<file path="src/common/instrDec_config.svh">
`ifndef INSTR_DEC_CONFIG_SVH
`define INSTR_DEC_CONFIG_SVH

// --------------------------------------------------
// Word widths
// --------------------------------------------------

`define OPCODE_WIDTH  7      // Instruction opcode
`define ALU_OP_WIDTH  6      // Registered ALU operation code

// --------------------------------------------------
// Instruction family enables
// --------------------------------------------------

// A family set to 0 decodes like NOP, with no strobes and ALU code 0

`define EN_MEM        1'b1   // LOD, P_LOD, LDI, ILI, SET, SET_P, STI, ISI
`define EN_STACK      1'b1   // PSH, POP
`define EN_IO         1'b1   // INN, P_INN, OUT
`define EN_INT_ARITH  1'b1   // ADD MLT DIV MOD SGN, NEG ABS PST
`define EN_LOGIC      1'b1   // AND ORR XOR INV, LAN LOR LIN
`define EN_COMPARE    1'b1   // LES GRE EQU
`define EN_SHIFT      1'b1   // SHL SHR SRS

`endif

</file>
<file path="src/common/isaPkg.sv">
`default_nettype none

`include "instrDec_config.svh"

package isaPkg;

    // --------------------------------------------------
    // Opcodes kept in the integer-only decoder
    // --------------------------------------------------

    // Gaps in the numbering are jumps, NOP and float forms, all decoded as NOP
    typedef enum logic [`OPCODE_WIDTH-1:0] {
        OP_LOD     = 0,  OP_P_LOD   = 1,     // Load acc from memory
        OP_LDI     = 2,  OP_ILI     = 3,     // Indirect load, plain and bit-reversed
        OP_SET     = 4,  OP_SET_P   = 5,     // Store acc, SET_P pops afterwards
        OP_STI     = 6,  OP_ISI     = 7,     // Indirect store, plain and bit-reversed
        OP_PSH     = 8,  OP_POP     = 9,     // Data stack
        OP_INN     = 10, OP_P_INN   = 12,    // Input port
        OP_OUT     = 14,                     // Output port
        OP_ADD     = 19, OP_S_ADD   = 20,
        OP_MLT     = 23, OP_S_MLT   = 24,
        OP_DIV     = 27, OP_S_DIV   = 28,
        OP_MOD     = 31, OP_S_MOD   = 32,
        OP_SGN     = 33, OP_S_SGN   = 34,    // Copy sign of one operand onto the other
        OP_NEG     = 37, OP_NEG_M   = 38,
        OP_P_NEG_M = 39,
        OP_ABS     = 43, OP_ABS_M   = 44,
        OP_P_ABS_M = 45,
        OP_PST     = 49, OP_PST_M   = 50,    // Clamp negatives to zero
        OP_P_PST_M = 51,
        OP_AND     = 64, OP_S_AND   = 65,
        OP_ORR     = 66, OP_S_ORR   = 67,
        OP_XOR     = 68, OP_S_XOR   = 69,
        OP_INV     = 70, OP_INV_M   = 71,    // Bitwise invert
        OP_P_INV_M = 72,
        OP_LAN     = 73, OP_S_LAN   = 74,    // Logical and
        OP_LOR     = 75, OP_S_LOR   = 76,    // Logical or
        OP_LIN     = 77, OP_LIN_M   = 78,    // Logical invert
        OP_P_LIN_M = 79,
        OP_LES     = 80, OP_S_LES   = 81,
        OP_GRE     = 84, OP_S_GRE   = 85,
        OP_EQU     = 88, OP_S_EQU   = 89,
        OP_SHL     = 90, OP_S_SHL   = 91,
        OP_SHR     = 92, OP_S_SHR   = 93,
        OP_SRS     = 94, OP_S_SRS   = 95     // Arithmetic shift right
    } opcodeT;

    // --------------------------------------------------
    // Decoded fields
    // --------------------------------------------------

    // Where the ALU takes its operand from
    typedef enum logic [1:0] {
        SRC_NONE  = 2'd0,                    // No ALU operand, load or control only
        SRC_ACC   = 2'd1,                    // Plain unary forms
        SRC_MEM   = 2'd2,                    // Plain binary forms, _M and P_..._M forms
        SRC_STACK = 2'd3                     // S_ forms, stack top
    } operandSrcT;

endpackage

`default_nettype wire

</file>
<file path="src/common/aluPkg.sv">
`default_nettype none

`include "instrDec_config.svh"

package aluPkg;

    // Base ALU function, before the acc/mem variant is chosen
    typedef enum logic [4:0] {
        FN_NONE, FN_LOAD,
        FN_ADD,  FN_MUL,  FN_DIV,  FN_MOD,  FN_SGN,
        FN_NEG,  FN_ABS,  FN_PST,                    // Unary arithmetic
        FN_AND,  FN_ORR,  FN_XOR,  FN_INV,           // Bitwise, INV unary
        FN_LAN,  FN_LOR,  FN_LIN,                    // Logical, LIN unary
        FN_LES,  FN_GRE,  FN_EQU,
        FN_SHL,  FN_SHR,  FN_SRS
    } aluFuncT;

    // --------------------------------------------------
    // ALU operation codes driven to the datapath
    // --------------------------------------------------

    // Unary functions have the mem variant at acc code plus one
    typedef enum logic [`ALU_OP_WIDTH-1:0] {
        ALU_NOP     = 0,                     // Also used by stores and I/O
        ALU_LOAD    = 1,
        ALU_ADD     = 2,
        ALU_MUL     = 4,
        ALU_DIV     = 6,
        ALU_MOD     = 8,
        ALU_SGN     = 9,
        ALU_NEG_ACC = 11, ALU_NEG_MEM = 12,
        ALU_ABS_ACC = 15, ALU_ABS_MEM = 16,
        ALU_PST_ACC = 19, ALU_PST_MEM = 20,
        ALU_AND     = 29,                    // 24 to 28 belong to float ops
        ALU_ORR     = 30,
        ALU_XOR     = 31,
        ALU_INV_ACC = 32, ALU_INV_MEM = 33,
        ALU_LAN     = 34,
        ALU_LOR     = 35,
        ALU_LIN_ACC = 36, ALU_LIN_MEM = 37,
        ALU_LES     = 38,
        ALU_GRE     = 40,
        ALU_EQU     = 42,
        ALU_SHL     = 43,
        ALU_SHR     = 44,
        ALU_SRS     = 45
    } aluOpT;

endpackage

`default_nettype wire

</file>
<file path="src/decode/opcodeClassifier.sv">
`timescale 1ns/1ps
`default_nettype none

`include "instrDec_config.svh"

module opcodeClassifier (
    input  isaPkg::opcodeT     opcode,
    output aluPkg::aluFuncT    aluFunc,
    output isaPkg::operandSrcT operandSrc,
    output logic               push,
    output logic               pop,
    output logic               memWr,
    output logic               reqIn,
    output logic               outEn,
    output logic               ldi,
    output logic               sti,
    output logic               fft
);
    import isaPkg::*;
    import aluPkg::*;

    logic pushCtrl;      // Push from memory/stack/IO opcodes
    logic popCtrl;       // Pop from memory/stack opcodes
    logic stackForm;     // S_ form
    logic pushFirst;     // P_..._M form
    logic memForm;       // Unary on a memory word
    logic binaryFunc;    // Two-operand function
    logic unaryFunc;     // One-operand function

    // --------------------------------------------------
    // Opcode to base function and control strobes
    // --------------------------------------------------

    always_comb begin
        aluFunc  = FN_NONE;                  // Unlisted or disabled decodes as NOP
        pushCtrl = 1'b0;
        popCtrl  = 1'b0;
        memWr    = 1'b0;
        reqIn    = 1'b0;
        outEn    = 1'b0;
        ldi      = 1'b0;
        sti      = 1'b0;
        fft      = 1'b0;
        case (opcode)
            OP_LOD: if (`EN_MEM) aluFunc = FN_LOAD;
            OP_P_LOD: if (`EN_MEM) begin
                aluFunc  = FN_LOAD;
                pushCtrl = 1'b1;             // Save acc before loading
            end
            OP_LDI, OP_ILI: if (`EN_MEM) begin
                aluFunc = FN_LOAD;
                ldi     = 1'b1;
                fft     = (opcode == OP_ILI); // Bit-reversed address for FFT
            end
            OP_SET: if (`EN_MEM) memWr = 1'b1;
            OP_SET_P: if (`EN_MEM) begin
                aluFunc = FN_LOAD;           // Acc refilled from stack top
                memWr   = 1'b1;
                popCtrl = 1'b1;
            end
            OP_STI, OP_ISI: if (`EN_MEM) begin
                memWr   = 1'b1;
                sti     = 1'b1;
                fft     = (opcode == OP_ISI);
                popCtrl = 1'b1;              // Stack top carries the address
            end
            OP_PSH: if (`EN_STACK) pushCtrl = 1'b1;
            OP_POP: if (`EN_STACK) begin
                aluFunc = FN_LOAD;
                popCtrl = 1'b1;
            end
            OP_INN: if (`EN_IO) reqIn = 1'b1;
            OP_P_INN: if (`EN_IO) begin
                reqIn    = 1'b1;
                pushCtrl = 1'b1;
            end
            OP_OUT: if (`EN_IO) outEn = 1'b1;

            // Integer arithmetic, plain and S_ or _M forms share the function
            OP_ADD, OP_S_ADD: if (`EN_INT_ARITH) aluFunc = FN_ADD;
            OP_MLT, OP_S_MLT: if (`EN_INT_ARITH) aluFunc = FN_MUL;
            OP_DIV, OP_S_DIV: if (`EN_INT_ARITH) aluFunc = FN_DIV;
            OP_MOD, OP_S_MOD: if (`EN_INT_ARITH) aluFunc = FN_MOD;
            OP_SGN, OP_S_SGN: if (`EN_INT_ARITH) aluFunc = FN_SGN;
            OP_NEG, OP_NEG_M, OP_P_NEG_M: if (`EN_INT_ARITH) aluFunc = FN_NEG;
            OP_ABS, OP_ABS_M, OP_P_ABS_M: if (`EN_INT_ARITH) aluFunc = FN_ABS;
            OP_PST, OP_PST_M, OP_P_PST_M: if (`EN_INT_ARITH) aluFunc = FN_PST;

            // Bitwise and logical
            OP_AND, OP_S_AND: if (`EN_LOGIC) aluFunc = FN_AND;
            OP_ORR, OP_S_ORR: if (`EN_LOGIC) aluFunc = FN_ORR;
            OP_XOR, OP_S_XOR: if (`EN_LOGIC) aluFunc = FN_XOR;
            OP_INV, OP_INV_M, OP_P_INV_M: if (`EN_LOGIC) aluFunc = FN_INV;
            OP_LAN, OP_S_LAN: if (`EN_LOGIC) aluFunc = FN_LAN;
            OP_LOR, OP_S_LOR: if (`EN_LOGIC) aluFunc = FN_LOR;
            OP_LIN, OP_LIN_M, OP_P_LIN_M: if (`EN_LOGIC) aluFunc = FN_LIN;

            // Compare and shift
            OP_LES, OP_S_LES: if (`EN_COMPARE) aluFunc = FN_LES;
            OP_GRE, OP_S_GRE: if (`EN_COMPARE) aluFunc = FN_GRE;
            OP_EQU, OP_S_EQU: if (`EN_COMPARE) aluFunc = FN_EQU;
            OP_SHL, OP_S_SHL: if (`EN_SHIFT) aluFunc = FN_SHL;
            OP_SHR, OP_S_SHR: if (`EN_SHIFT) aluFunc = FN_SHR;
            OP_SRS, OP_S_SRS: if (`EN_SHIFT) aluFunc = FN_SRS;
            default: ;                       // Jumps, NOP and float opcodes
        endcase
    end

    // --------------------------------------------------
    // Operand form and stack traffic of ALU opcodes
    // --------------------------------------------------

    assign stackForm = opcode inside {OP_S_ADD, OP_S_MLT, OP_S_DIV, OP_S_MOD, OP_S_SGN,
                                      OP_S_AND, OP_S_ORR, OP_S_XOR, OP_S_LAN, OP_S_LOR,
                                      OP_S_LES, OP_S_GRE, OP_S_EQU, OP_S_SHL, OP_S_SHR,
                                      OP_S_SRS};
    assign pushFirst = opcode inside {OP_P_NEG_M, OP_P_ABS_M, OP_P_PST_M, OP_P_INV_M,
                                      OP_P_LIN_M};
    assign memForm   = pushFirst
                    || (opcode inside {OP_NEG_M, OP_ABS_M, OP_PST_M, OP_INV_M, OP_LIN_M});

    assign binaryFunc = aluFunc inside {FN_ADD, FN_MUL, FN_DIV, FN_MOD, FN_SGN, FN_AND,
                                        FN_ORR, FN_XOR, FN_LAN, FN_LOR, FN_LES, FN_GRE,
                                        FN_EQU, FN_SHL, FN_SHR, FN_SRS};
    assign unaryFunc  = aluFunc inside {FN_NEG, FN_ABS, FN_PST, FN_INV, FN_LIN};

    assign push = pushCtrl || (unaryFunc && pushFirst);  // Gated by the family enable
    assign pop  = popCtrl || (binaryFunc && stackForm);  // S_ form consumes stack top

    always_comb begin
        if (binaryFunc)
            operandSrc = stackForm ? SRC_STACK : SRC_MEM;
        else if (unaryFunc)
            operandSrc = memForm ? SRC_MEM : SRC_ACC;
        else
            operandSrc = SRC_NONE;           // Load, store, stack and I/O
    end

    // Strobe consistency seen by the stack and memory controllers
    always_comb begin
        assert (!(push && pop))
            else $error("push and pop both high for opcode %0d", opcode);
        assert (!(ldi && sti))
            else $error("ldi and sti both high for opcode %0d", opcode);
        assert (!fft || ldi || sti)
            else $error("fft without indirect access for opcode %0d", opcode);
    end

endmodule

`default_nettype wire

</file>
<file path="src/decode/aluOpEncoder.sv">
`timescale 1ns/1ps
`default_nettype none

`include "instrDec_config.svh"

module aluOpEncoder (
    input  logic               clk,
    input  logic               rstN,
    input  aluPkg::aluFuncT    aluFunc,
    input  isaPkg::operandSrcT operandSrc,
    output aluPkg::aluOpT      ulaOp
);
    import aluPkg::*;
    import isaPkg::*;

    logic [`ALU_OP_WIDTH-1:0] baseCode;     // Acc code for unary functions
    logic                     unaryOp;
    logic                     memVariant;   // Unary working on memory
    aluOpT                    nextOp;

    // --------------------------------------------------
    // Base function lookup
    // --------------------------------------------------

    always_comb begin
        unaryOp = 1'b0;
        case (aluFunc)
            FN_LOAD: baseCode = ALU_LOAD;
            FN_ADD:  baseCode = ALU_ADD;
            FN_MUL:  baseCode = ALU_MUL;
            FN_DIV:  baseCode = ALU_DIV;
            FN_MOD:  baseCode = ALU_MOD;
            FN_SGN:  baseCode = ALU_SGN;
            FN_AND:  baseCode = ALU_AND;
            FN_ORR:  baseCode = ALU_ORR;
            FN_XOR:  baseCode = ALU_XOR;
            FN_LAN:  baseCode = ALU_LAN;
            FN_LOR:  baseCode = ALU_LOR;
            FN_LES:  baseCode = ALU_LES;
            FN_GRE:  baseCode = ALU_GRE;
            FN_EQU:  baseCode = ALU_EQU;
            FN_SHL:  baseCode = ALU_SHL;
            FN_SHR:  baseCode = ALU_SHR;
            FN_SRS:  baseCode = ALU_SRS;
            FN_NEG, FN_ABS, FN_PST, FN_INV, FN_LIN: begin
                unaryOp = 1'b1;
                case (aluFunc)
                    FN_NEG:  baseCode = ALU_NEG_ACC;
                    FN_ABS:  baseCode = ALU_ABS_ACC;
                    FN_PST:  baseCode = ALU_PST_ACC;
                    FN_INV:  baseCode = ALU_INV_ACC;
                    default: baseCode = ALU_LIN_ACC;
                endcase
            end
            default: baseCode = ALU_NOP;    // FN_NONE
        endcase
    end

    // Binary functions ignore the source, the datapath muxes it
    assign memVariant = unaryOp && (operandSrc == SRC_MEM);
    assign nextOp     = aluOpT'(baseCode + `ALU_OP_WIDTH'(memVariant));

    // --------------------------------------------------
    // Output register, one cycle after the opcode
    // --------------------------------------------------

    always_ff @(posedge clk) begin
        if (!rstN)
            ulaOp <= ALU_NOP;
        else
            ulaOp <= nextOp;
    end

    // ALU sees a NOP right after reset
    assert property (@(posedge clk) !rstN |=> ulaOp == ALU_NOP)
        else $error("ulaOp not cleared by reset");

    // No float or unused code ever reaches the ALU
    assert property (@(posedge clk) disable iff (!rstN)
        ulaOp inside {ALU_NOP, ALU_LOAD, ALU_ADD, ALU_MUL, ALU_DIV, ALU_MOD, ALU_SGN,
                      ALU_NEG_ACC, ALU_NEG_MEM, ALU_ABS_ACC, ALU_ABS_MEM, ALU_PST_ACC,
                      ALU_PST_MEM, ALU_AND, ALU_ORR, ALU_XOR, ALU_INV_ACC, ALU_INV_MEM,
                      ALU_LAN, ALU_LOR, ALU_LIN_ACC, ALU_LIN_MEM, ALU_LES, ALU_GRE,
                      ALU_EQU, ALU_SHL, ALU_SHR, ALU_SRS})
        else $error("ulaOp %0d outside the integer code set", ulaOp);

endmodule

`default_nettype wire

</file>
<file path="src/source/instrDec.sv">
`timescale 1ns/1ps
`default_nettype none

module instrDec (
    input  logic           clk,
    input  logic           rstN,
    input  isaPkg::opcodeT opcode,
    output logic           push,      // Data stack push
    output logic           pop,       // Data stack pop
    output logic           memWr,     // Data memory write
    output logic           reqIn,     // Input port request
    output logic           outEn,     // Output port enable
    output logic           ldi,       // Indirect load
    output logic           sti,       // Indirect store
    output logic           fft,       // Bit-reversed indirect address
    output aluPkg::aluOpT  ulaOp      // Registered ALU operation
);
    import isaPkg::*;
    import aluPkg::*;

    aluFuncT    aluFunc;              // Classifier to encoder
    operandSrcT operandSrc;

    // Strobes leave combinationally, the ALU code goes through the encoder
    opcodeClassifier classifier (
        .opcode     (opcode),
        .aluFunc    (aluFunc),
        .operandSrc (operandSrc),
        .push       (push),
        .pop        (pop),
        .memWr      (memWr),
        .reqIn      (reqIn),
        .outEn      (outEn),
        .ldi        (ldi),
        .sti        (sti),
        .fft        (fft)
    );

    aluOpEncoder encoder (
        .clk        (clk),
        .rstN       (rstN),
        .aluFunc    (aluFunc),
        .operandSrc (operandSrc),
        .ulaOp      (ulaOp)
    );

endmodule

`default_nettype wire

</file>
<file path="config.mk">
export PLATFORM = sky130hd
export DESIGN_NAME = instrDec
export DESIGN_NICKNAME = d
export VERILOG_FILES = /design/src/common/isaPkg.sv /design/src/common/aluPkg.sv /design/src/decode/opcodeClassifier.sv /design/src/decode/aluOpEncoder.sv /design/src/source/instrDec.sv
export VERILOG_INCLUDE_DIRS = /design/src /design/src/common
export SDC_FILE = /design/constraint.sdc
export NUM_CORES = 1
export LEC_CHECK = 0
export ABC_AREA = 1
export BUFFER_PORTS_ARGS = -buffer_cell sky130_fd_sc_hd__buf_2
export CORE_MARGIN = 10
export CORE_UTILIZATION = 44
export CTS_BUF_LIST = sky130_fd_sc_hd__clkbuf_8
export CTS_CLUSTER_SIZE = 14
export DETAILED_ROUTE_END_ITERATION = 16
export PLACE_DENSITY = 0.68
export SLEW_MARGIN = 40
export SYNTH_ARGS = -nofsm -noshare
export SYNTH_HDL_FRONTEND = slang
export SYNTH_SLANG_ARGS = --single-unit
</file>
<file path="constraint.sdc">
create_clock -name clk -period 2.07 [get_ports clk]
set_input_delay 0 -clock clk [delete_from_list [all_inputs] [get_ports clk]]
set_output_delay 0 -clock clk [all_outputs]
set_load 0.02 [all_outputs]
</file>
* After elaboration in Yosys (flattened, before gate mapping) *
Cells that the tools add are included.
W data, S select, Z words.

cells by class
  $add $sub $neg = 1
  equal/unequal tests = 82
  mux-type cells = 16
  reduce and logical (&&, ||, !) cells = 41

operators with widths
  operator              number
  $eq A7 B7 Y1 const B  28
  $pmux W5 S22          1
  $pmux W6 S18          1
  $eq A7 B6 Y1 const B  12
  $eq A7 B5 Y1 const B  7
  $eq A5 B4 Y1 const B  8
  $reduce_or A2 Y1      19
  $eq A5 B5 Y1 const B  7
  $eq A7 B4 Y1 const B  5
  $reduce_bool A16 Y1   2
  $eq A7 B3 Y1 const B  4
  $pmux W6 S4           1
  $eq A5 B3 Y1 const B  4
  $reduce_or A3 Y1      6
  $reduce_bool A5 Y1    3
  $eq A7 B2 Y1 const B  2
  $eq A5 B2 Y1 const B  2
  $mux W1               9
  $reduce_or A4 Y1      2
  $eq A7 B1 Y1 const B  1
  $logic_not A7 Y1      1
  $add A6 B1 Y6         1
  $mux W2               3
  $reduce_or A6 Y1      1
  other kinds (6)       10

storage, ports and cells
  register bits after elaboration = 6
  bits of input ports = 9
  output and inout bits = 14
  word-level logic and storage cells = 141

* Logic depth before layout (Yosys ltp) *
  depth in word-level cells = 10
  gate-level depth with buffers = 17
  gate-level depth less buffers = 16

* By module *
Synthesis repeated with hierarchy kept, for this count alone.

second synthesis, totals
  cell total of the unflattened synthesis = 271
  area total of the unflattened synthesis = 1303.8 sq um

by module, submodules not included
  module            instances  cells an instance  area each (sq um)  seq. area each (sq um)
  opcodeClassifier  1          164                704.4              0.0
  aluOpEncoder      1          107                599.3              120.1

* Worst setup path after synthesis *
Ideal clock, no wire load.

  kind = input-to-reg
  start = input port opcode[3]
  end = register encoder.ulaOp[2]
  arrival time = 1.482 ns
  data required time = 1.950 ns
  path slack = 0.467 ns
  cell stages on the path = 14
  buffers on the path = 1
  cells stage by stage = buf_4 inv_1 nand2_1 inv_2 nand3_2 inv_2 a31oi_1 nand2_1 nor2_1 o2111ai_1 ha_1 ha_1 o21ai_1 a21oi_1

between the ends
  word-level cells in the longest chain between the ends = 10
  elaborated cells between the ends (all ways) = 115
  those cells by class = add/sub: 1; eq/ne: 75; mux: 8; reduce/logical: 31

ends and longest elaborated chain
  item                                                      RTL line                                                         source
  start, declared                                           instrDec.sv:7                                                    input isaPkg::opcodeT opcode,
  $eq A7 B1 Y1, or another cell as far along                opcodeClassifier.sv:44                                           case (opcode)
  $reduce_or A6 Y1 (no line), or another cell as far along  n/a
  $pmux W5 S22                                              opcodeClassifier.sv:44
  $eq A5 B3 Y1, or another cell as far along                opcodeClassifier.sv:125, aluOpEncoder.sv:27, aluOpEncoder.sv:47
  $reduce_bool A5 Y1                                        opcodeClassifier.sv:125                                          assign unaryFunc = aluFunc inside {FN_NEG, FN_ABS, FN_PST, FN_INV, FN_LIN};
  $mux W2                                                   opcodeClassifier.sv:133                                          else if (unaryFunc)
  $mux W2                                                   opcodeClassifier.sv:131                                          if (binaryFunc)
  $eq A2 B2 Y1                                              aluOpEncoder.sv:60                                               assign memVariant = unaryOp && (operandSrc == SRC_MEM);
  $logic_and A1 B1 Y1                                       aluOpEncoder.sv:60
  $add A6 B1 Y6 *                                           aluOpEncoder.sv:61                                               assign nextOp = aluOpT'(baseCode + `ALU_OP_WIDTH'(memVariant));
  end signal, assigned                                      aluOpEncoder.sv:71                                               ulaOp <= nextOp;
  end, declared                                             aluOpEncoder.sv:11                                               output aluPkg::aluOpT ulaOp

Mark *: on every way between the ends. The rest lies on a longest branch, timed or not.
A chain may end at the register's enable or synchronous reset.

* Final worst setup path *
Same ends and word-level chain as after synthesis.

==> metrics.md <==
| Metric | Value |
|---|---|
| CTS tree | done |
| CTS Buf Count | 3 |
| Row count | 16 |
| Cell taking the most area after synthesis | nand2_1 |
| Synth top area cells | nand2_1, dfxtp_1, nand3_1, nor2_1, inv_1 |
| Hold crit path type | input pin to register |
| Reg with most FFs | encoder.ulaOp |
| Final WL | around 3.0 mm |
| CTS HTree Levels | 1 |
| Commonest non-fill, non-tap cell in the layout | nand2_1 |
| Via-to-Cell Ratio | 5.68 |
| Worst-path fanout max | 9 |
| Sw frac | a little over a third |
| Synth Area in XOR/XNOR | 0% |
| Sequential-to-total area share from yosys stat | about 13% |
| Maximum VDD drop | 0.000283 V |
| Post-synthesis compound-gate area fraction | between 15 and 20% |
| Gr usage total | 14.2% |
| Post-route insts no fill | 221 |
| # clock sinks | 6 |
| Post-CTS Setup Bufs | 0 |
| DR WL/cell | 13.5 µm |
| Max cap viols | 0 |
| Critical path class | input pin to register |
| RSZ-0062 raised after global routing | false |
| Die area | roughly 0.0043 mm² |
| Mean Syn Cell Area | approximately 5.5 µm² |
| Pwr Total | roughly 0.46 mW |
| Warning count from the yosys run | 0 |
| Number of port buffers | 22 |
| Max frequency | between 0.5 and 0.6 GHz |
| Starting Density | between 40% and 50% |
| First-pass GRT wire length | around 5 mm |
| Met2 Track Usage GR | around 25% |
| Post-synthesis cell type count | 27 |
| Hold Buf Count CTS | 0 |
| Critical Path Sink | encoder.ulaOp[2] |
| CP required | 2.18 ns |
| Post-Synth Adder-Cell Area | 2.70% |
| Post-route clock period utilization | 82.9% |
| Pwr Density | 414 mW/mm² |
| I/O Pins | 23 |
| Mapped cell area | 926 µm² |
| GR Overflow Total | 0 |
| Endpoints failing setup | 0 |
| P&R area growth vs syn | 20.0% |
| Final nets | approximately 210 |
| DP HPWL | 2.44 mm |
| Sequential group share of total power | 27.2% |
| Mux cell area share after synthesis | 0% |
| Initial DRC count | between 60 and 70 |
| Global-route met3 utilization | 3.05% |
| LEAKAGE | approximately 0.65 nW |
| Post-synth top area share | between 10% and 20% |
| Simple-Gate Fraction of Synth Area | between 50% and 60% |
| Clock power share | 37.9% |
| Max reg flops | 6 |
| Core area | 0.00198 mm² |
| Largest regs | encoder.ulaOp x6 |
| Largest net degree at the start of global routing | 11 |
| Syn Nets | 180 |
| # diodes | 0 |
| Root Buffer | clkbuf_8 |
| DRT antenna net count | 0 |
| Chip width | between 60 and 70 µm |
| Headroom to the max-slew limit | 72.2% |
| Vias in the first global route | 1,281 |
| Die Y | 65.9 µm |
| DR pass1 iterations | 4 |
| GP Congestion | around 0.94 |
| Comb power frac | 34.9% |
| # fillers | 212 |
| Status | complete, no violations |
| Worst Setup Start Kind | input pin |
| Placed cells | ~220 |
| Final Hold Fails | 0 |
| Post-CTS sizing | 0 |
| GR peak layer | met2 |
| Max clock buf depth | 2 |
| CP startpoint | opcode[3] |
| Worst-path clk slew | roughly 0.030 ns |
| Slew @ Worst Pin | 0.416 ns |
| Crit path DAT | 1.82 ns |
| Via count | 1,256 |
| Largest family of logic cells by synthesized area | simple AND/OR/NAND/NOR gates |
| Initial antenna violation count | 0 |
| Post-route DRC | 0 |
| Synthesis-stage register bit count | 6 |
| Commonest cells after routing, fill and taps aside | nand2_1, buf_2, nand3_1, nor2_1, inv_1 |
| M1 GR Usage | 15.2% |
| Syn Inst Count | 169 |
| CP endpoint kind | register |
| Final Slew Violations | 0 |
| Internal | 0.296 mW |
| Min Tclk post-route | 1.72 ns |
| Sw power | ~0.16 mW |
| Layout cell share with drive strength beyond 1 | 26.8% |
| TNS Setup | 0 ns |
-- per-layer routing --
layer  vias up  wire length [µm]
met4         0                86
met2        79              1420
li1        614                 -
met1       551              1190
met3        12               290
met5         -                 0
-- synthesized netlist by cell type --
| cell | n |
|---|---|
| nand3_2 | 3 |
| o21ai_0 | 6 |
| o2111ai_1 | 3 |
| a22oi_1 | 1 |
| ha_1 | 2 |
| nand2_1 | 41 |
| o21ai_1 | 2 |
| nor2_4 | 2 |
| inv_2 | 11 |
| nand2_2 | 5 |
| o211ai_1 | 3 |
| dfxtp_1 | 6 |
| a21o_1 | 1 |
| o21bai_1 | 1 |
| nor2_1 | 21 |
| a21oi_1 | 4 |
| nor2_2 | 4 |
| o22ai_1 | 1 |
| nand3_1 | 21 |
| a21boi_0 | 2 |
| buf_4 | 2 |
| a31oi_1 | 1 |
| clkinv_1 | 1 |
| a211oi_1 | 1 |
| nand4_1 | 4 |
| nor3_1 | 6 |
| inv_1 | 14 |
-- how the worst min path moves through the flow --
stage	from	endpoint	cells after the start
floorplan	rstN	encoder.ulaOp[0]	2
global placement	rstN	encoder.ulaOp[0]	3
detailed placement	rstN	encoder.ulaOp[0]	3
CTS	rstN	encoder.ulaOp[0]	3
global route	rstN	encoder.ulaOp[4]	3
finish	rstN	encoder.ulaOp[0]	3
-- through the flow --
step	worst slack, ns	hold WS (ns)	utilization [%]	cell area (µm²)
2_1_floorplan	0.467	0.0935	-	926
3_3_place_gp	0.158	0.259	54.0	1070
3_5_place_dp	0.149	0.259	54.0	1070
4_1_cts	0.387	0.0366	56.1	1110
5_1_grt	0.176	0.0726	56.1	1110
6_report	0.353	0.0358	56.1	1110
-- cell families (layout without fill, tap and decap cells) --
family                     count (synthesis)  in the layout
AOI/OAI and AO/OA                         26             26
adders and majority gates                  2              2
buffers and inverters                     28             53
DFF                                        6              6
and+or+nand+nor                          107            107
-- layout make-up --
class                   count  area [µm²]  area share, %
repair buffers             24         125           11.3
well taps                  27        33.8           3.04
inverters                  26        97.6           8.78
clock buffers               3        41.3           3.72
flip-flops and latches      6         120           10.8
multi-input cells         135         693           62.4
-- critical path, stage by stage --
cell       delay [ns]
buf_2            0.20
inv_1            0.09
nand2_1          0.19
inv_2            0.10
nand3_2          0.12
inv_2            0.05
a31oi_1          0.13
nand2_1          0.06
nor2_1           0.09
o2111ai_1        0.13
ha_1             0.25
ha_1             0.23
o21ai_1          0.14
a21oi_1          0.05
-- power groups by stage --
stage / combinational [mW] / clock [mW] / sequential, mW
floorplan: 0.0965 / 0 / 0.137
finish: 0.161 / 0.174 / 0.125
detailed placement: 0.158 / 0 / 0.127
CTS: 0.159 / 0.176 / 0.125
global placement: 0.157 / 0 / 0.127
global route: 0.178 / 0.183 / 0.126
Power figures use the tool's default switching activity.
